File: src/include/ntc_table.svh
// thermistor divider counts at each breakpoint
// counts fall as temperature rises
// included inside a module body after the temp_pkg import,
// so every user gets its own copy of the table
localparam logic [ADC_W-1:0] NTC_TABLE [NTC_POINTS] = '{
	12'd2853, // -20 C
	12'd2558, // -15 C
	12'd2271, // -10 C
	12'd1997, //  -5 C
	12'd1742, //   0 C
	12'd1510, //   5 C
	12'd1302, //  10 C
	12'd1118, //  15 C
	12'd958,  //  20 C
	12'd820,  //  25 C
	12'd701,  //  30 C
	12'd599,  //  35 C
	12'd513,  //  40 C
	12'd439,  //  45 C
	12'd377,  //  50 C
	12'd325,  //  55 C
	12'd280,  //  60 C
	12'd242,  //  65 C
	12'd209,  //  70 C
	12'd181,  //  75 C
	12'd159,  //  80 C
	12'd138   //  85 C
};
File: src/hdl/temp_pkg.sv
// ---------------------------------------------------------------------------
// shared widths and constants
// ---------------------------------------------------------------------------
package temp_pkg;

	// raw adc count width
	localparam int ADC_W = 12;

	// temperature word, 8 fraction bits, 0 = -20 degC
	localparam int TEMP_W = 16;

	// number of table breakpoints, -20 .. 85 degC
	localparam int NTC_POINTS = 22;

	// output units per 5 degC segment
	localparam logic [TEMP_W-1:0] SEG_STEP = 16'd1280;

	// ---------------------------------------------------------------------------
	// payload structs
	// ---------------------------------------------------------------------------

	// one adc reading or averaged mean
	typedef struct packed {
		logic [ADC_W-1:0] count;
	} adc_sample_s;

	// converted result, 18 bits
	typedef struct packed {
		// offset fixed point temperature
		logic [TEMP_W-1:0] temp;
		// reading colder than the table
		logic              clamp_low;
		// reading hotter than the table
		logic              clamp_high;
	} temp_result_s;

endpackage

File: src/hdl/temp_sense_top.sv
`timescale 1ns/1ps

module temp_sense_top #(
	parameter int AVG_LOG2    = 2,
	parameter int MULT_STAGES = 3
) (
	input  logic                   i_clk_50m,
	input  logic                   i_rst_n,
	input  logic                   i_adc_valid,
	output logic                   o_adc_ready,
	input  temp_pkg::adc_sample_s  i_adc,
	output logic                   o_temp_valid,
	input  logic                   i_temp_ready,
	output temp_pkg::temp_result_s o_temp
);
	import temp_pkg::*;

	// averaged mean toward the converter
	logic        avg_valid;
	logic        avg_ready;
	adc_sample_s avg_sample;

	// batch mean of 2**AVG_LOG2 readings
	sample_averager #(
		.AVG_LOG2  (AVG_LOG2)
	) u_sample_averager (
		.i_clk_50m (i_clk_50m),
		.i_rst_n   (i_rst_n),
		.i_valid   (i_adc_valid),
		.o_ready   (o_adc_ready),
		.i_sample  (i_adc),
		.o_valid   (avg_valid),
		.i_ready   (avg_ready),
		.o_sample  (avg_sample)
	);

	// table search and interpolation
	adc_to_temp #(
		.MULT_STAGES (MULT_STAGES)
	) u_adc_to_temp (
		.i_clk_50m   (i_clk_50m),
		.i_rst_n     (i_rst_n),
		.i_valid     (avg_valid),
		.o_ready     (avg_ready),
		.i_sample    (avg_sample),
		.o_valid     (o_temp_valid),
		.i_ready     (i_temp_ready),
		.o_result    (o_temp)
	);

endmodule

File: src/hdl/adc_to_temp.sv
`timescale 1ns/1ps

module adc_to_temp #(
	parameter int MULT_STAGES = 3
) (
	input  logic                   i_clk_50m,
	input  logic                   i_rst_n,
	input  logic                   i_valid,
	output logic                   o_ready,
	input  temp_pkg::adc_sample_s  i_sample,
	output logic                   o_valid,
	input  logic                   i_ready,
	output temp_pkg::temp_result_s o_result
);
	import temp_pkg::*;

	`include "ntc_table.svh"

	localparam int IDX_W = $clog2(NTC_POINTS);
	// hottest clamp value, 21 segments
	localparam logic [TEMP_W-1:0] TEMP_MAX = TEMP_W'(SEG_STEP * (NTC_POINTS - 1));

	// ---------------------------------------------------------------------------
	// one-hot state bits
	// ---------------------------------------------------------------------------
	localparam int S_IDLE   = 0;
	localparam int S_JUDGE  = 1;
	localparam int S_SEARCH = 2;
	localparam int S_SCALE  = 3;
	localparam int S_BASE   = 4;
	localparam int S_DIVIDE = 5;
	localparam int S_FINISH = 6;
	localparam int N_STATES = 7;

	function automatic logic [N_STATES-1:0] st(input int idx);
		return N_STATES'(1) << idx;
	endfunction

	logic [N_STATES-1:0] r_state;
	logic [ADC_W-1:0]    r_count;
	// segment index, lower breakpoint of the segment
	logic [IDX_W-1:0]    r_idx;
	logic [15:0]         r_mul_a;
	logic                r_mul_vld;
	logic [31:0]         r_dividend;
	logic [15:0]         r_divisor;
	logic                r_div_start;
	// (k-1) * step
	logic [TEMP_W-1:0]   r_base;
	temp_result_s        r_result;

	logic [ADC_W-1:0]    w_seg_hi;
	logic [ADC_W-1:0]    w_seg_lo;
	logic                w_cold;
	logic                w_hot;
	logic                w_seg_hit;
	logic                w_mul_en;
	logic                w_mul_done;
	logic [31:0]         w_mul_p;
	logic                w_div_done;
	logic [15:0]         w_quotient;

	// breakpoints around the current index
	assign w_seg_hi  = NTC_TABLE[r_idx - IDX_W'(1)];
	assign w_seg_lo  = NTC_TABLE[r_idx];
	assign w_cold    = r_count >= NTC_TABLE[0];
	assign w_hot     = r_count <= NTC_TABLE[NTC_POINTS-1];
	assign w_seg_hit = r_count >= w_seg_lo;

	// ---------------------------------------------------------------------------
	// control FSM
	// ---------------------------------------------------------------------------
	always_ff @(posedge i_clk_50m or negedge i_rst_n) begin
		if (!i_rst_n) begin
			r_state     <= st(S_IDLE);
			r_idx       <= '0;
			r_mul_vld   <= 1'b0;
			r_div_start <= 1'b0;
		end else begin
			// single cycle strobes
			r_mul_vld   <= 1'b0;
			r_div_start <= 1'b0;
			unique case (1'b1)
				r_state[S_IDLE]: begin
					if (i_valid) begin
						r_state <= st(S_JUDGE);
					end
				end
				r_state[S_JUDGE]: begin
					if (w_cold || w_hot) begin
						r_state <= st(S_FINISH);
					end else begin
						// reading is below table[0], so k starts at 1
						r_idx   <= IDX_W'(1);
						r_state <= st(S_SEARCH);
					end
				end
				r_state[S_SEARCH]: begin
					// one step per cycle, always stops before the last entry
					if (w_seg_hit) begin
						r_mul_vld <= 1'b1;
						r_state   <= st(S_SCALE);
					end else begin
						r_idx <= r_idx + IDX_W'(1);
					end
				end
				r_state[S_SCALE]: begin
					// second pass, k * step
					if (w_mul_done) begin
						r_mul_vld <= 1'b1;
						r_state   <= st(S_BASE);
					end
				end
				r_state[S_BASE]: begin
					if (w_mul_done) begin
						r_div_start <= 1'b1;
						r_state     <= st(S_DIVIDE);
					end
				end
				r_state[S_DIVIDE]: begin
					if (w_div_done) begin
						r_state <= st(S_FINISH);
					end
				end
				r_state[S_FINISH]: begin
					if (i_ready) begin
						r_state <= st(S_IDLE);
					end
				end
				default: r_state <= st(S_IDLE);
			endcase
		end
	end

	// ---------------------------------------------------------------------------
	// datapath registers
	// ---------------------------------------------------------------------------
	always_ff @(posedge i_clk_50m) begin
		unique case (1'b1)
			r_state[S_IDLE]: begin
				if (i_valid) begin
					r_count <= i_sample.count;
				end
			end
			r_state[S_JUDGE]: begin
				if (w_cold) begin
					r_result <= '{temp: '0, clamp_low: 1'b1, clamp_high: 1'b0};
				end else if (w_hot) begin
					r_result <= '{temp: TEMP_MAX, clamp_low: 1'b0, clamp_high: 1'b1};
				end
			end
			r_state[S_SEARCH]: begin
				// distance from the colder breakpoint
				if (w_seg_hit) begin
					r_mul_a <= {{(16-ADC_W){1'b0}}, w_seg_hi - r_count};
				end
			end
			r_state[S_SCALE]: begin
				if (w_mul_done) begin
					r_dividend <= w_mul_p;
					r_mul_a    <= {{(16-IDX_W){1'b0}}, r_idx};
				end
			end
			r_state[S_BASE]: begin
				if (w_mul_done) begin
					r_base    <= w_mul_p[TEMP_W-1:0] - SEG_STEP;
					r_divisor <= {{(16-ADC_W){1'b0}}, w_seg_hi - w_seg_lo};
				end
			end
			r_state[S_DIVIDE]: begin
				// fraction of a segment is below one step, no overflow
				if (w_div_done) begin
					r_result <= '{temp: r_base + w_quotient, clamp_low: 1'b0, clamp_high: 1'b0};
				end
			end
			default: ;
		endcase
	end

	// pipeline flushes while busy, parked while idle
	assign w_mul_en = !r_state[S_IDLE];

	pipe_multiplier #(
		.STAGES    (MULT_STAGES)
	) u_pipe_multiplier (
		.i_clk_50m (i_clk_50m),
		.i_rst_n   (i_rst_n),
		.i_en      (w_mul_en),
		.i_valid   (r_mul_vld),
		.i_a       (r_mul_a),
		.i_b       (SEG_STEP),
		.o_valid   (w_mul_done),
		.o_p       (w_mul_p)
	);

	restoring_divider u_restoring_divider (
		.i_clk_50m  (i_clk_50m),
		.i_rst_n    (i_rst_n),
		.i_start    (r_div_start),
		.i_dividend (r_dividend),
		.i_divisor  (r_divisor),
		.o_done     (w_div_done),
		.o_quotient (w_quotient)
	);

	assign o_ready  = r_state[S_IDLE];
	assign o_valid  = r_state[S_FINISH];
	assign o_result = r_result;

	a_result_hold: assert property (@(posedge i_clk_50m) disable iff (!i_rst_n)
		o_valid && !i_ready |=> o_valid && $stable(o_result));

endmodule

File: src/hdl/sample_averager.sv
`timescale 1ns/1ps

module sample_averager #(
	parameter int AVG_LOG2 = 2
) (
	input  logic                  i_clk_50m,
	input  logic                  i_rst_n,
	input  logic                  i_valid,
	output logic                  o_ready,
	input  temp_pkg::adc_sample_s i_sample,
	output logic                  o_valid,
	input  logic                  i_ready,
	output temp_pkg::adc_sample_s o_sample
);
	import temp_pkg::*;

	// room for 2**AVG_LOG2 full scale counts
	localparam int SUM_W = ADC_W + AVG_LOG2;

	logic [SUM_W-1:0]    r_sum;
	logic [AVG_LOG2-1:0] r_cnt;
	// accumulator holds a finished batch waiting for the mean slot
	logic                r_full;
	logic                r_out_valid;
	adc_sample_s         r_out;

	logic                w_in_fire;
	logic                w_last;
	logic                w_load_mean;
	logic [SUM_W-1:0]    w_sum_next;
	logic [SUM_W-1:0]    w_mean_src;

	assign w_in_fire  = i_valid && o_ready;
	assign w_last     = w_in_fire && (r_cnt == '1);
	assign w_sum_next = r_sum + SUM_W'(i_sample.count);
	// held batch drains first, else the batch closing this cycle
	assign w_load_mean = (r_full && i_ready) || (w_last && (!r_out_valid || i_ready));
	assign w_mean_src  = r_full ? r_sum : w_sum_next;

	// accumulator and handoff control
	always_ff @(posedge i_clk_50m or negedge i_rst_n) begin
		if (!i_rst_n) begin
			r_sum       <= '0;
			r_cnt       <= '0;
			r_full      <= 1'b0;
			r_out_valid <= 1'b0;
		end else begin
			if (w_in_fire) begin
				r_cnt <= r_cnt + 1'b1;
			end
			if (w_load_mean) begin
				r_sum       <= '0;
				r_full      <= 1'b0;
				r_out_valid <= 1'b1;
			end else begin
				if (w_in_fire) begin
					r_sum <= w_sum_next;
				end
				// batch done but mean slot still busy
				if (w_last) begin
					r_full <= 1'b1;
				end
				if (r_out_valid && i_ready) begin
					r_out_valid <= 1'b0;
				end
			end
		end
	end

	// truncated mean
	always_ff @(posedge i_clk_50m) begin
		if (w_load_mean) begin
			r_out.count <= w_mean_src[SUM_W-1:AVG_LOG2];
		end
	end

	// stall only with a full batch behind an occupied mean slot
	assign o_ready  = !r_full;
	assign o_valid  = r_out_valid;
	assign o_sample = r_out;

	a_mean_hold: assert property (@(posedge i_clk_50m) disable iff (!i_rst_n)
		o_valid && !i_ready |=> o_valid && $stable(o_sample));

endmodule

File: src/hdl/restoring_divider.sv
`timescale 1ns/1ps

module restoring_divider (
	input  logic        i_clk_50m,
	input  logic        i_rst_n,
	input  logic        i_start,
	input  logic [31:0] i_dividend,
	input  logic [15:0] i_divisor,
	output logic        o_done,
	output logic [15:0] o_quotient
);

	// ---------------------------------------------------------------------------
	// control
	// ---------------------------------------------------------------------------

	// division in progress
	logic        r_busy;
	// iteration counter, 16 quotient bits
	logic [3:0]  r_bit_cnt;
	// one cycle done pulse
	logic        r_done;

	// ---------------------------------------------------------------------------
	// datapath
	// ---------------------------------------------------------------------------

	// partial remainder, always below the divisor
	logic [15:0] r_rem;
	// dividend low half shifting out, quotient bits shifting in
	logic [15:0] r_quo;
	// remainder with next dividend bit brought down
	logic [16:0] w_rem_shift;
	// trial subtraction, bit 16 set means negative
	logic [16:0] w_trial;

	assign w_rem_shift = {r_rem, r_quo[15]};
	assign w_trial     = w_rem_shift - {1'b0, i_divisor};

	// load on start, then 16 iterations, done after the last
	always_ff @(posedge i_clk_50m or negedge i_rst_n) begin
		if (!i_rst_n) begin
			r_busy    <= 1'b0;
			r_bit_cnt <= '0;
			r_done    <= 1'b0;
		end else begin
			r_done <= 1'b0;
			if (i_start) begin
				r_busy    <= 1'b1;
				r_bit_cnt <= '0;
			end else if (r_busy) begin
				r_bit_cnt <= r_bit_cnt + 4'd1;
				if (r_bit_cnt == 4'd15) begin
					r_busy <= 1'b0;
					r_done <= 1'b1;
				end
			end
		end
	end

	// upper dividend half seeds the remainder
	// quotient fits 16 bits since that half is below the divisor
	always_ff @(posedge i_clk_50m) begin
		if (i_start) begin
			r_rem <= i_dividend[31:16];
			r_quo <= i_dividend[15:0];
		end else if (r_busy) begin
			if (w_trial[16]) begin
				// restore, quotient bit 0
				r_rem <= w_rem_shift[15:0];
				r_quo <= {r_quo[14:0], 1'b0};
			end else begin
				r_rem <= w_trial[15:0];
				r_quo <= {r_quo[14:0], 1'b1};
			end
		end
	end

	assign o_done     = r_done;
	assign o_quotient = r_quo;

	a_divisor_nonzero: assert property (@(posedge i_clk_50m) disable iff (!i_rst_n)
		i_start |-> (i_divisor != 16'd0));

	// start is only legal once the previous division has finished
	a_no_start_busy: assert property (@(posedge i_clk_50m) disable iff (!i_rst_n)
		i_start |-> !r_busy);

endmodule

File: src/hdl/pipe_multiplier.sv
`timescale 1ns/1ps

module pipe_multiplier #(
	parameter int STAGES = 3
) (
	input  logic        i_clk_50m,
	input  logic        i_rst_n,
	input  logic        i_en,
	input  logic        i_valid,
	input  logic [15:0] i_a,
	input  logic [15:0] i_b,
	output logic        o_valid,
	output logic [31:0] o_p
);

	// product chain, stage 0 holds the raw product
	logic [31:0]       r_prod [STAGES];
	// valid bit riding alongside each stage
	logic [STAGES-1:0] r_vld;

	// data path, advances only with the clock enable
	always_ff @(posedge i_clk_50m) begin
		if (i_en) begin
			r_prod[0] <= i_a * i_b;
			for (int s = 1; s < STAGES; s++) begin
				r_prod[s] <= r_prod[s-1];
			end
		end
	end

	// valid chain, same enable as the data
	always_ff @(posedge i_clk_50m or negedge i_rst_n) begin
		if (!i_rst_n) begin
			r_vld <= '0;
		end else if (i_en) begin
			r_vld[0] <= i_valid;
			for (int s = 1; s < STAGES; s++) begin
				r_vld[s] <= r_vld[s-1];
			end
		end
	end

	assign o_p     = r_prod[STAGES-1];
	assign o_valid = r_vld[STAGES-1];

	// caller waits for each product before issuing the next one
	a_one_in_flight: assert property (@(posedge i_clk_50m) disable iff (!i_rst_n)
		i_valid |-> i_en && (r_vld == '0));

endmodule

File: config.mk
export PLATFORM = sky130hd
export DESIGN_NAME = temp_sense_top
export DESIGN_NICKNAME = d
export VERILOG_FILES = /design/src/hdl/temp_pkg.sv /design/src/hdl/temp_sense_top.sv /design/src/hdl/adc_to_temp.sv /design/src/hdl/sample_averager.sv /design/src/hdl/restoring_divider.sv /design/src/hdl/pipe_multiplier.sv
export VERILOG_INCLUDE_DIRS = /design/src /design/src/include
export SDC_FILE = /design/constraint.sdc
export NUM_CORES = 1
export LEC_CHECK = 0
export BUFFER_PORTS_ARGS = -buffer_cell sky130_fd_sc_hd__buf_2
export CAP_MARGIN = 5
export CORE_MARGIN = 5
export CORE_UTILIZATION = 40
export CTS_BUF_LIST = sky130_fd_sc_hd__clkbuf_16
export DETAILED_ROUTE_END_ITERATION = 6
export PLACE_DENSITY = 0.68
export SLEW_MARGIN = 0
export SYNTH_ARGS = -nofsm -noshare
export SYNTH_HDL_FRONTEND = slang
export SYNTH_SLANG_ARGS = --single-unit
File: constraint.sdc
create_clock -name i_clk_50m -period 4.1 [get_ports i_clk_50m]
set_input_delay 0.205 -clock i_clk_50m [delete_from_list [all_inputs] [get_ports i_clk_50m]]
set_output_delay 0.205 -clock i_clk_50m [all_outputs]
set_load 0.02 [all_outputs]
After elaboration in Yosys (flattened, before gate mapping)
Memories as Yosys holds them, arrays and structs flattened. Index checks and enable logic that the tools add are counted.

Flip-flop bits (word level): 191. Memory bits (read-only): 768. Bits in latches: 0. Logic and storage cells: 123. Input bits: 16. Memories: 3. Bits in writable memories: 96. Output and inout port bits: 20.

Memories: (no name shown) (words 32, bits a word 12, read ports 1, clocked after Yosys merged registers in 0, wr ports 0, RTL line adc_to_temp.sv:65) `assign w_seg_lo = NTC_TABLE[r_idx];`; (no name shown) (words 32, bits a word 12, read ports 1, clocked after Yosys merged registers in 0, wr ports 0, RTL line adc_to_temp.sv:64) `assign w_seg_hi = NTC_TABLE[r_idx - IDX_W'(1)];`; u_adc_to_temp.u_pipe_multiplier.r_prod (words 3, bits a word 32, read ports 3, clocked after Yosys merged registers in 0, wr ports 3, RTL line pipe_multiplier.sv:17) `logic [31:0] r_prod [STAGES];`.

Reduce and logical (&&, ||, !) cells: 23. Bitwise gates (word level): 2. Div/mod/pow operators: 0. Order comparisons: 5. Shift-type cells: 0. Mux-type cells: 48. Multiply operators: 1. Add/sub/neg operators: 10. Equal/unequal tests: 8.

Operators by type and width (number): $mux 16 (7); $mux 18 (3); $pmux 7 s7 (1); $mux 12 (4); $mux 14 (3); $pmux 18 s2 (1); $pmux 16 s2 (1); $sub 12x12->12 (2); $mux 7 (3); $mul 16x3->19 const B (1); $sub 17x12->17 (1); $add 16x16->16 (1); $sub 16x11->16 const B (1); $mux 1 (15); $mux 5 (3); $add 14x12->14 (1); $reduce_bool 2->1 (7); $ge 12x12->1 (1); $ge 12x12->1 const B (1); $ge 6x6->1 const B (2); $le 12x8->1 const B (1); $mux 4 (3); $not 5->6 (2); $ne 2x2->1 const B (5); other kinds (16) (27).

Depth between registers and ports, before layout
Gate-level depths: netlist of the first run.

Word-level depth: 8. Depth in mapped cells: 19. Gate-level depth less buffers: 17.

Modules after synthesis
A second synthesis of the first run with hierarchy kept.

Cell total of the unflattened synthesis: 2172. Area, all modules: 23007.1 um^2.

Modules (own cells, without submodules): pipe_multiplier (seq. area each 2957.8 um^2, cells an instance 1125, area an instance 11748.8 um^2, instances 1); adc_to_temp (seq. area each 3414.5 um^2, cells an instance 612, area an instance 6845.3 um^2, instances 1); restoring_divider (seq. area each 1111.1 um^2, cells an instance 247, area an instance 2595.0 um^2, instances 1); sample_averager (seq. area each 810.8 um^2, cells an instance 188, area an instance 1818.0 um^2, instances 1).

Worst setup path before layout of the first run
OpenSTA, ideal clock, no wires.

Kind: reg2reg. From: register u_adc_to_temp.r_idx[0]. To: register u_adc_to_temp.r_mul_a[8] (data pin). Clock period less this slack: 4365 ps. Data arrival time: 4099 ps. Setup slack: -265 ps. Buffers on the path: 2. Stages on the path, launching flop included: 19. Cells stage by stage: dfrtp_1 clkbuf_1 inv_1 ha_1 ha_1 clkbuf_1 a21oi_1 a31oi_1 a21oi_1 ha_1 inv_1 fa_1 a21oi_1 nor2b_1 or3_1 a2111oi_0 or3_1 xor2_1 nor2_1.

Word-level cells in the longest chain between the ends: 8.

RTL lines: start: declaration (RTL line adc_to_temp.sv:42) `logic [IDX_W-1:0] r_idx;`; start signal: assignment (RTL line adc_to_temp.sv:104) `r_idx <= r_idx + IDX_W'(1);`; $sub 5x1->5 (RTL line adc_to_temp.sv:64); $not 5->6 (implied by the code) (RTL line adc_to_temp.sv:64); $mem_v2 32x12; $mux 12 (implied by the code) (2 in series) (RTL line adc_to_temp.sv:64); $sub 12x12->12 (RTL line adc_to_temp.sv:155) `r_mul_a <= {{(16-ADC_W){1'b0}}, w_seg_hi - r_count};`; $mux 16 (RTL line adc_to_temp.sv:154) `if (w_seg_hit) begin`; $pmux 16 s2 (RTL line adc_to_temp.sv:139) `unique case (1'b1)`; end signal: assignment (RTL line adc_to_temp.sv:155); end signal: assignment (RTL line adc_to_temp.sv:161) `r_mul_a <= {{(16-IDX_W){1'b0}}, r_idx};`; end: declaration (RTL line adc_to_temp.sv:43) `logic [15:0] r_mul_a;`.

Every way passes these cells. The select of a mux whose other input is x is not followed. A chain may end at the register's enable or synchronous reset.

Final worst setup path of the first run
From: register u_adc_to_temp.r_idx[0]. To: register u_adc_to_temp.r_divisor[11] (data pin).

Word-level cells in the longest chain between the ends: 6.

RTL lines: $sub 5x1->5 (RTL line adc_to_temp.sv:64); $not 5->6 (implied by the code) (RTL line adc_to_temp.sv:64); $mem_v2 32x12; $mux 12 (implied by the code) (2 in series) (RTL line adc_to_temp.sv:64); $sub 12x12->12 (*) (RTL line adc_to_temp.sv:167) `r_divisor <= {{(16-ADC_W){1'b0}}, w_seg_hi - w_seg_lo};`; end signal: assignment (RTL line adc_to_temp.sv:167); end: declaration (RTL line adc_to_temp.sv:46) `logic [15:0] r_divisor;`.

Every way passes the cells marked *; elsewhere a longest branch is shown, timed or not. The select of a mux whose other input is x is not followed.

==> summary.md, run 1 <==
| Metric | Value |
|---|---|
| Outcome | `completed` |
| Total GRT Usage | `0.151` |
| Via count | `~8400` |
| Grt ovf | `0` |
| Crit share post-route | `0.944` |
| CTS root buffer | `clkbuf_16` |
| Final count of pins violating max slew | `0` |
| Final hold viol count | `0` |
| CP Launch Type | `flop` |
| Post-DRT Antenna Nets | `0` |
| Post-CTS Setup Repair Bufs | `0` |
| Antenna violations before repair | `0` |
| Synth Instances | `1093` |
| I/O Buffers | `35` |
| Hold Crit Class | `in2reg` |
| Final setup violation count | `0` |
| Max Cap Viol | `0` |
| Async SR Flop Fraction | `0.198` |
| Fmax | `258 MHz` |
| Clk_lat worst skew | `0.52 ns` |
| Top-level port count | `36` |
| Required time worst endpoint | `approximately 4.4 ns` |
| CTS tree | `built` |
| Initial DRT Pass Iterations | `7` |
| EDFF count, synth | `166` |
| H-tree lvl count | `1` |
| Total Neg Setup Slack | `0 ns` |
| DR iter-0 viols | `649` |
| Yosys Warn Count | `0` |
| Crit. Startpoint | `u_adc_to_temp.r_idx[0]$_DFFE_PN0P_` |
| Worst EP arrival | `4.13 ns` |
| Starting density of the core | `0.405` |
| Synthesis-to-finish area growth | `13.2%` |
| Mapped Area | `around 12000 um2` |
| Share of layout cells above drive strength 1 | `0.134` |
| Clock transition at path regs | `around 0.060 ns` |
| Clock Path Buffers | `3` |
| GP Congestion | `0.918` |
| Die H | `183 um` |
| Register area share after synthesis | `0.502` |
| Pin count of the biggest net entering global routing | `46` |
| Detailed placement HPWL | `roughly 19000 um` |
| Worst setup path category | `reg2reg` |
| Worst slew pin tran | `1.15 ns` |
| Post-route cell area | `13600 um2` |
| WL/cell | `16.2 um` |
| Fin nets | `1268` |
| Top_reg_cell synth | `edfxtp_1` |
| Net Count, Synth | `~1200` |
| Routed vias/inst | `5.39` |
| Final Non-Filler Cells | `about 1600` |
| Die W | `approximately 180 um` |
| # DRC | `0` |
| Num CTS Buffers | `24` |
| Row cnt | `63` |
| Fin crit period | `3.87 ns` |
| Yosys reg bits | `207` |
| Maximum fanout along the worst path | `8` |
| Vias in the first global route | `8396` |
| Critical path capture point type | `flop` |
| Slew headroom | `0.230` |
| Global-route wire length before repair | `42000 um` |
| Setup Skew | `0.0107 ns` |
| Reg2Reg Launch Point | `u_adc_to_temp.r_idx[0]$_DFFE_PN0P_` |
| Hold Startpoint | `i_adc[0]` |
| Routed WL | `25100 um` |
| Commonest non-fill, non-tap cell in the layout | `edfxtp_1` |
| Cells after DPL | `1506` |
| Area post-placement | `between 10000 and 15000 um2` |
| Avg Cell Area, Syn | `11.0 um2` |
| CTS sink cnt | `between 200 and 250` |
| Die ar. | `33500 um2` |
| Distinct cells, synth | `76` |
| Most frequent cells in the layout | `166 x edfxtp_1, 99 x ha_1, 89 x a21oi_1` |
| # diodes | `0` |
| Core Area | `29600 um2` |
-- synth_stat cells (8+ instances only) --
| library cell | instances | area, um2 |
|---|---|---|
| o21a_1 | 20 | 150 |
| a31oi_1 | 11 | 68.8 |
| dfrtp_1 | 40 | 1000 |
| clkbuf_1 | 32 | 120 |
| nor3_1 | 26 | 130 |
| o211ai_1 | 8 | 60.1 |
| nor2_1 | 81 | 304 |
| a211oi_1 | 16 | 120 |
| xnor2_1 | 34 | 298 |
| nand3_1 | 8 | 40.0 |
| nand2_1 | 77 | 289 |
| ha_1 | 101 | 1260 |
| inv_1 | 73 | 274 |
| mux2_2 | 15 | 169 |
| o22ai_1 | 9 | 56.3 |
| a21oi_1 | 90 | 450 |
| and2_1 | 15 | 93.8 |
| a21o_1 | 16 | 120 |
| nor2b_1 | 20 | 125 |
| mux2i_1 | 12 | 120 |
| o21ai_0 | 63 | 315 |
| edfxtp_1 | 166 | 4980 |
| xor2_1 | 27 | 236 |
| nand2b_1 | 8 | 50.1 |
-- critical path: stages, from the launching register on --
cell     delay (ns)
dfrtp_2        0.39
inv_1          0.08
ha_2           0.25
ha_2           0.35
buf_4          0.19
or3_1          0.37
a21oi_1        0.15
a21oi_1        0.09
ha_1           0.34
o21a_1         0.13
o31a_1         0.14
o31ai_2        0.27
a21oi_1        0.16
or4_1          0.42
a31oi_1        0.21
xnor2_1        0.09
-- cells by family after synthesis --
family | share of synthesized area
simple gates | 0.110
fa+ha+maj | 0.116
flops | 0.502
xor+xnor | 0.0460
mux | 0.0279
buf+inv | 0.0358
compound gates | 0.163
-- metrics by stage --
| step | utilization | worst slack [ns] | hold slack (ns) |
|---|---|---|---|
| after floorplan | - | 0.0252 | -0.0906 |
| after global placement | 0.430 | 0.204 | 0.401 |
| after detailed placement | 0.430 | 0.143 | 0.405 |
| after CTS | 0.457 | 0.131 | 0.0715 |
| after global routing | 0.458 | -0.0122 | 0.149 |
| final | 0.458 | 0.231 | 0.0847 |
-- final timing paths --
check / endpoint / slack [ns] / cells past startpoint
worst max-delay path: u_adc_to_temp.r_divisor[11]$_DFFE_PP_ / 0.23 / 15
worst min-delay path: u_sample_averager.r_sum[0]$_DFFE_PN0P_ / 0.08 / 4
worst max register to register: u_adc_to_temp.r_divisor[11]$_DFFE_PP_ / 0.23 / 15
worst min register to register: u_adc_to_temp.u_pipe_multiplier.r_prod[0][43]$_DFFE_PN_ / 0.41 / 0
max in group asynchronous: u_adc_to_temp.r_idx[0]$_DFFE_PN0P_ / 3.04 / 2
min in group asynchronous: u_sample_averager.r_sum[11]$_DFFE_PN0P_ / 0.39 / 2
-- per-layer routing --
layer / wire length [um] / GRT usage
met4: 752 / 0.0489
met1: 10900 / 0.193
met2: 12300 / 0.264
met3: 1200 / 0.0218
met5: 0 / 0
-- cell type report --
type	count	area (um2)
clock buffer	24	601
clock inverter	20	170
fill	2718	16000
inverter	75	282
multi-input combinational	773	5600
sequential	207	6010
tap	390	488
timing repair buffer	64	400
-- what timing repair did --
action	4_1_cts	5_1_grt
hold buffers	3	0
hold endpoints to repair	42	0
endpoints found under the setup margin	0	5
resized for setup	0	10
-- registers in the layout, indices dropped and copies added (netlist names), named ones only --
register	cells
u_adc_to_temp.u_restoring_divider.r_busy	1
u_adc_to_temp.u_restoring_divider.r_bit_cnt	4
u_adc_to_temp.r_mul_a	12
u_adc_to_temp.r_base	8
u_adc_to_temp.r_state	6
u_adc_to_temp.r_divisor	12
u_adc_to_temp.u_restoring_divider.r_rem	16
u_sample_averager.r_full	1
u_adc_to_temp.u_restoring_divider.o_done	1
u_adc_to_temp.r_dividend	15
u_adc_to_temp.u_restoring_divider.o_quotient	16
u_adc_to_temp.r_count	12
u_sample_averager.r_sum	14
u_adc_to_temp.r_div_start	1
u_sample_averager.o_sample	12
u_adc_to_temp.r_mul_vld	1
u_sample_averager.r_cnt	2
u_adc_to_temp.u_pipe_multiplier.r_prod	45
u_adc_to_temp.u_pipe_multiplier.r_vld	3
u_adc_to_temp.o_result	18
u_sample_averager.o_valid	1
u_adc_to_temp.r_idx	5
Power of run 1 is not shown: default switching activity piles up to over one toggle a cycle in this logic, so the estimate is an artifact.
==> run 2, diff against run 1 <==
CORE_ASPECT_RATIO = 1.2   (was unset)
RECOVER_POWER = 100   (was unset)
REMOVE_ABC_BUFFERS = 1   (was unset)
==> run 2 against run 1 <==
- the flow now finishes with violations (capacitance limit, slew limit)
- final cell count hardly changed
- first-iteration DRC count shrank 20%
- flip-flop and latch count is the same
- setup slack got worse by 0.014 ns
- die area barely moved
- sequential share of layout area grew 0.19 points
- clock skew grew 0.0061 ns
- via count down 2.2%
- final area down 0.45%
==> summary.md, run 2 (synthesis gave the netlist of run 1 again) <==
| Metric | Value |
|---|---|
| Outcome | `complete, but fails checks (was completed)` |
| Failing checks | `capacitance limit, slew limit` |
| Metal-1 WL | `10700 um (was 10900 um)` |
| Num CTS Buffers | `25 (was 24)` |
| Max incr delay on CP | `0.51 ns (was 0.42 ns)` |
| Worst EP arrival | `4.15 ns (was 4.13 ns)` |
| Top layer in use | `met4 (unchanged)` |
| DR iter-0 viols | `520 (was 649)` |
| Initial DRT Pass Iterations | `5 (was 7)` |
| Setup Skew | `0.0169 ns (was 0.0107 ns)` |
| Core Area | `29600 um2 (about the same)` |
| Routed wl met3 | `841 um (was 1200 um)` |
| Max Cap Viol | `5 (was 0)` |
| Clock Path Buffers | `3 (unchanged)` |
| Row cnt | `69 (was 63)` |
| Vias in the first global route | `8220 (was 8396)` |
| Fmax | `258 MHz (about the same)` |
| Filler instances | `2775 (was 2718)` |
| Share of layout cells above drive strength 1 | `0.0979 (was 0.134)` |
| Final hold viol count | `0 (unchanged)` |
| Required time worst endpoint | `4.37 ns (was 4.36 ns)` |
| Routed WL | `24800 um (was 25100 um)` |
| Pin count of the biggest net entering global routing | `47 (was 46)` |
| Met2 wire len | `12400 um (was 12300 um)` |
| Crit share post-route | `0.947 (was 0.944)` |
| Die W | `168 um (was 183 um)` |
| Final core utilization | `0.456 (was 0.458)` |
| Antenna violations before repair | `0 (unchanged)` |
| Critical path capture point type | `flop (unchanged)` |
| Commonest non-fill, non-tap cell in the layout | `edfxtp_1 (unchanged)` |
| # diodes | `0 (unchanged)` |
| Fin nets | `1271 (was 1268)` |
| Hold Crit Class | `in2reg (unchanged)` |
| Multi-input logic area | `5540 um2 (was 5600 um2)` |
| Synthesis-to-finish area growth | `12.7% (was 13.2%)` |
| Final count of pins violating max slew | `172 (was 0)` |
| CTS tree | `built (unchanged)` |
| Most frequent cells in the layout | `166 x edfxtp_1, 100 x ha_1, 87 x a21oi_1 (was 166 x edfxtp_1, 99 x ha_1, 89 x a21oi_1)` |
| Slew headroom | `-0.679 (was 0.230)` |
| Top-level port count | `36 (unchanged)` |
| Detailed placement HPWL | `18100 um (was 18600 um)` |
| GP Congestion | `0.897 (was 0.918)` |
| Starting density of the core | `0.404 (was 0.405)` |
| Fin crit period | `3.88 ns (was 3.87 ns)` |
| Routed vias/inst | `5.27 (was 5.39)` |
| Post-CTS Setup Repair Bufs | `0 (unchanged)` |
| Via count | `8183 (was 8367)` |
| Worst path slowest cell | `mux4_2 (was or4_1)` |
| CP Launch Type | `flop (unchanged)` |
| # DRC | `0 (unchanged)` |
| Register Area | `6010 um2 (about the same)` |
| CTS root buffer | `clkbuf_16 (unchanged)` |
| Worst setup path category | `reg2reg (unchanged)` |
| Total GRT Usage | `0.148 (was 0.151)` |
| CTS sink cnt | `207 (unchanged)` |
| H-tree lvl count | `1 (unchanged)` |
| I/O Buffers | `35 (unchanged)` |
| Crit path cell chain | `buf_4 > nor3_2 > clkbuf_2 > xnor2_1 > buf_4 > mux4_2 > mux2i_1 > ha_1 > or2_2 > nand2_1 > a21oi_2 > or4_1 > a31oi_1 > xnor2_1 (was inv_1 > ha_2 > ha_2 > buf_4 > or3_1 > a21oi_1 > a21oi_1 > ha_1 > o21a_1 > o31a_1 > o31ai_2 > a21oi_1 > or4_1 > a31oi_1 > xnor2_1)` |
| Final setup violation count | `0 (unchanged)` |
| Global-route wire length before repair | `40900 um (was 42000 um)` |
| Post-DRT Antenna Nets | `0 (unchanged)` |
| Die H | `200 um (was 183 um)` |
| Number of flip-flops in the largest register | `45 (unchanged)` |
| Worst slew pin tran | `2.52 ns (was 1.15 ns)` |
| Grt ovf | `0 (unchanged)` |
| WL/cell | `15.9 um (was 16.2 um)` |
| Maximum fanout along the worst path | `12 (was 8)` |
| Die ar. | `33500 um2 (about the same)` |
| Largest reg by FF count | `u_adc_to_temp.u_pipe_multiplier.r_prod (unchanged)` |
| Clock transition at path regs | `0.06 ns (about the same)` |
| Clk_lat worst skew | `0.52 ns (about the same)` |
run 2: cell type report:
class / count / area share
timing repair buffer: 66 / 0.0270
clock inverter: 18 / 0.0134
clock buffer: 25 / 0.0464
multi-input combinational: 773 / 0.411
sequential: 207 / 0.446
inverter: 75 / 0.0209
tap: 390 / 0.0362
run 2: worst max-delay path, delay by kind of cell (launching register included):
family                     cells  cell delay (ns)
and+or+nand+nor                4             0.99
muxes                          2             0.86
buffers and inverters          3             0.57
DFF                            1             0.37
adders and majority gates      1             0.35
AOI/OAI and AO/OA              2             0.26
xor gates and xnor gates       2             0.24
run 2: path summary, 6_finish.rpt:
check	depth (start not counted)	startpoint	slack, ns	endpoint
setup / recovery	14	u_adc_to_temp.r_idx[1]$_DFFE_PN0P_	0.22	u_adc_to_temp.r_divisor[11]$_DFFE_PP_
hold / removal	4	i_adc[0]	0.09	u_sample_averager.r_sum[0]$_DFFE_PN0P_
setup reg to reg	14	u_adc_to_temp.r_idx[1]$_DFFE_PN0P_	0.22	u_adc_to_temp.r_divisor[11]$_DFFE_PP_
hold reg to reg	0	u_sample_averager.o_sample[2]$_DFFE_PN_	0.41	u_adc_to_temp.r_count[2]$_DFFE_PP_
max in group asynchronous	2	i_rst_n	1.67	u_sample_averager.r_cnt[1]$_DFFE_PN0P_
min in group asynchronous	2	i_rst_n	0.99	u_adc_to_temp.r_div_start$_DFF_PN0_
run 2: per-stage QoR:
step / instances / setup slack [ns] / setup TNS, ns / instance area [um2] / hold slack (ns)
after floorplan: 1055 / -0.167 / -0.327 / 11800 / -0.0906
final: 1554 / 0.218 / 0 / 13500 / 0.0858
after detailed placement: 1508 / 0.0826 / 0 / 12700 / 0.405
after global placement: 1508 / 0.204 / 0 / 12700 / 0.400
after CTS: 1554 / 0.0710 / 0 / 13500 / 0.0664
after global routing: 1554 / -0.00466 / -0.00466 / 13500 / 0.143
run 2: metal layers:
layer,vias up,GRT usage
met4,0,0.0547
met3,44,0.0192
met1,3867,0.182
li1,4137,-
met2,135,0.265
met5,-,0
run 2: repair_timing:
| action | CTS | global route |
|---|---|---|
| setup endpoints to repair | 0 | 17 |
| endpoints found under the hold margin | 42 | 0 |
| hold buffers | 3 | 0 |
| resized for setup | 0 | 11 |
Power of run 2 is left out for the same reason.
==> run 3, diff against run 2 <==
ABC_AREA = 1   (was unset)
==> run 3 against run 2 <==
- the run still ends with capacitance limit, slew limit left
- sequential share of layout area decreased by 0.46 points
- utilization fell by 0.83 points
- via count up 14%
- highest routed layer unchanged
==> summary.md, run 3 <==
| Metric | Value |
|---|---|
| Clock Path Buffers | `3 (unchanged)` |
| Worst path slowest cell | `dfrtp_1 (was mux4_2)` |
| Die H | `202 um (was 200 um)` |
| Number of flip-flops in the largest register | `45 (unchanged)` |
| Die ar. | `34400 um2 (was 33500 um2)` |
| Fmax | `270 MHz (was 258 MHz)` |
| Via count | `9309 (was 8183)` |
| Distinct cells, synth | `52 (was 76)` |
| Antenna violations before repair | `0 (unchanged)` |
| Avg Cell Area, Syn | `8.89 um2 (was 11.0 um2)` |
| Detailed placement HPWL | `20400 um (was 18100 um)` |
| WP buf/inv | `3 (unchanged)` |
| # DRC | `0 (unchanged)` |
| Synthesis-to-finish area growth | `10.6% (was 12.7%)` |
| Async SR Flop Fraction | `0.198 (unchanged)` |
| Critical path capture point type | `flop (unchanged)` |
| Final count of pins violating max slew | `128 (was 172)` |
| Share of layout cells above drive strength 1 | `0.0592 (was 0.0979)` |
| Crit path cell chain | `inv_1 > ha_2 > ha_1 > clkinv_1 > buf_4 > nor2_1 > nand2_1 > nand2_1 > o31ai_2 > ha_1 > a21oi_1 > nor2_1 > a211oi_1 > o21ai_0 > nor2_1 > nor2_1 (was buf_4 > nor3_2 > clkbuf_2 > xnor2_1 > buf_4 > mux4_2 > mux2i_1 > ha_1 > or2_2 > nand2_1 > a21oi_2 > or4_1 > a31oi_1 > xnor2_1)` |
| Register area share after synthesis | `0.488 (was 0.502)` |
| Worst slew pin tran | `2.43 ns (was 2.52 ns)` |
| Max Cap Viol | `3 (was 5)` |
| Mapped Area | `12300 um2 (was 12000 um2)` |
| Post-DRT Antenna Nets | `0 (unchanged)` |
| Largest reg by FF count | `u_adc_to_temp.u_pipe_multiplier.r_prod (unchanged)` |
| Filler instances | `2926 (was 2775)` |
| Setup Skew | `0.00983 ns (was 0.0169 ns)` |
| Core Area | `30500 um2 (was 29600 um2)` |
| Final core utilization | `0.447 (was 0.456)` |
| Maximum fanout along the worst path | `10 (was 12)` |
| I/O Buffers | `35 (unchanged)` |
| Final setup violation count | `0 (unchanged)` |
| Total GRT Usage | `0.152 (was 0.148)` |
| GP Congestion | `0.954 (was 0.897)` |
| Routed vias/inst | `5.04 (was 5.27)` |
| Global-route wire length before repair | `43600 um (was 40900 um)` |
| Starting density of the core | `0.404 (about the same)` |
| Clk_lat worst skew | `0.51 ns (was 0.52 ns)` |
| # diodes | `0 (unchanged)` |
| Outcome | `complete, but fails checks (unchanged)` |
| Yosys reg bits | `207 (unchanged)` |
| Grt ovf | `0 (unchanged)` |
| CTS sink cnt | `207 (unchanged)` |
| Hold slack | `0.0473 ns (was 0.0858 ns)` |
| Crit share post-route | `0.904 (was 0.947)` |
| CP Launch Type | `flop (unchanged)` |
| Commonest non-fill, non-tap cell in the layout | `nand2_1 (was edfxtp_1)` |
| Top-count cell post-synth | `nand2_1 (was edfxtp_1)` |
| Worst setup path category | `reg2reg (unchanged)` |
| CP top delay family | `compound AO/OA/AOI/OAI gates (was simple AND/OR/NAND/NOR gates)` |
| Worst EP arrival | `3.97 ns (was 4.15 ns)` |
| Initial DRT Pass Iterations | `7 (was 5)` |
| Fin nets | `1559 (was 1271)` |
| Area contributors post-synth | `edfxtp_1 40%, nand2_1 11%, ha_1 10% (was edfxtp_1 42%, ha_1 11%, dfrtp_1 8.4%)` |
| Row cnt | `70 (was 69)` |
| Final hold viol count | `0 (unchanged)` |
| Slew headroom | `-0.622 (was -0.679)` |
| Pin count of the biggest net entering global routing | `52 (was 47)` |
| Routed WL | `26500 um (was 24800 um)` |
| RSZ-0062 raised after global routing | `false` |
| Die W | `170 um (was 168 um)` |
| Total Neg Setup Slack | `0 ns (unchanged)` |
| DR iter-0 viols | `546 (was 520)` |
| Post-CTS Setup Repair Bufs | `0 (unchanged)` |
| Yosys Warn Count | `0 (unchanged)` |
| Top_reg_cell synth | `edfxtp_1 (unchanged)` |
| Post-synth top area share | `0.404 (was 0.416)` |
| Num CTS Buffers | `22 (was 25)` |
| Final Non-Filler Cells | `1848 (was 1554)` |
| CTS root buffer | `clkbuf_16 (unchanged)` |
| Synth top cells by count | `367 x nand2_1, 182 x inv_1, 166 x edfxtp_1 (was 166 x edfxtp_1, 101 x ha_1, 90 x a21oi_1)` |
| Most frequent CP cell | `nor2_1` |
| WL/cell | `14.4 um (was 15.9 um)` |
| Clock transition at path regs | `0.06 ns (about the same)` |
| Max incr delay on CP | `0.49 ns (was 0.51 ns)` |
| Vias in the first global route | `9062 (was 8220)` |
| Hold Crit Class | `in2reg (unchanged)` |
| H-tree lvl count | `1 (unchanged)` |
| Most frequent cells in the layout | `370 x nand2_1, 189 x inv_1, 166 x edfxtp_1 (was 166 x edfxtp_1, 100 x ha_1, 87 x a21oi_1)` |
| Synth Instances | `1386 (was 1093)` |
| Top-level port count | `36 (unchanged)` |
| CTS tree | `built (unchanged)` |
| Failing checks | `capacitance limit, slew limit (unchanged)` |
| Required time worst endpoint | `4.36 ns (was 4.37 ns)` |
| Fin crit period | `3.71 ns (was 3.88 ns)` |
| Cells after DPL | `1806 (was 1508)` |
| Dominant cell type by area after synthesis | `edfxtp_1 (unchanged)` |
| EDFF count, synth | `166 (unchanged)` |
[run 3: cell count changes in the layout (fill, tap and decap cells not counted), sizes merged, moves of 19 or more]
cell   previous run  this run
xnor2            34        10
inv              84       193
nand3            10       102
nand2            77       381
o21a             20         1
nor2b            20         0
[run 3: per-stage QoR]
step	setup WS [ns]	area [um2]
finish	0.394	13600
detailed placement	0.193	13000
global route	0.0251	13600
floorplan	0.348	12200
CTS	0.172	13700
global placement	0.195	13000
[run 3: per-layer routing]
metal,global-route usage,routed length (um),up-vias
met1,0.183,11100,4262
met3,0.0180,1080,74
met4,0.0602,1080,0
met5,0,0,-
li1,-,-,4753
met2,0.274,13200,220
[run 3: kinds of logic after synthesis]
logic type,after synthesis,share of synthesized area
AOI/OAI and AO/OA,208,0.0935
adders and majority gates,107,0.112
buffers and inverters,210,0.0662
xor gates and xnor gates,37,0.0269
DFF,207,0.488
and+or+nand+nor,617,0.213
[run 3: repair_timing]
| item | 4_1_cts | 5_1_grt |
|---|---|---|
| setup endpoints to repair | 0 | 5 |
| resized for setup | 0 | 3 |
| hold buffers | 2 | 0 |
| endpoints found under the hold margin | 41 | 0 |
[run 3: area by class of cell]
class	count	area, um2	share of cell area
Sequential cell	207	6010	0.441
Tap cell	396	495	0.0364
Inverter	189	712	0.0522
Multi-Input combinational cell	969	5470	0.401
Clock buffer	22	551	0.0404
Timing Repair Buffer	47	236	0.0173
Clock inverter	18	155	0.0114
[run 3: worst paths after layout]
path	startpoint	end	slack, ns	depth (start not counted)
hold reg to reg	u_adc_to_temp.u_pipe_multiplier.r_prod[0][81]$_DFFE_PN_	u_adc_to_temp.r_dividend[17]$_DFFE_PP_	0.41	0
hold / removal	i_adc[0]	u_sample_averager.r_sum[0]$_DFFE_PN0P_	0.05	3
min in group asynchronous	i_rst_n	u_sample_averager.r_sum[0]$_DFFE_PN0P_	0.99	2
setup reg to reg	u_adc_to_temp.r_idx[1]$_DFFE_PN0P_	u_adc_to_temp.r_mul_a[10]$_SDFFCE_PP0P_	0.39	16
max in group asynchronous	i_rst_n	u_adc_to_temp.u_restoring_divider.r_busy$_DFF_PN0_	1.73	2
setup / recovery	u_adc_to_temp.r_idx[1]$_DFFE_PN0P_	u_adc_to_temp.r_mul_a[10]$_SDFFCE_PP0P_	0.39	16
[run 3: worst min-delay path, delay by kind of cell]
| family | cells | cell delay (ns) |
|---|---|---|
| adders and majority gates | 1 | 0.12 |
| AOI/OAI and AO/OA | 1 | 0.11 |
| buffers and inverters | 1 | 0.08 |
Power of run 3 is left out for the same reason.
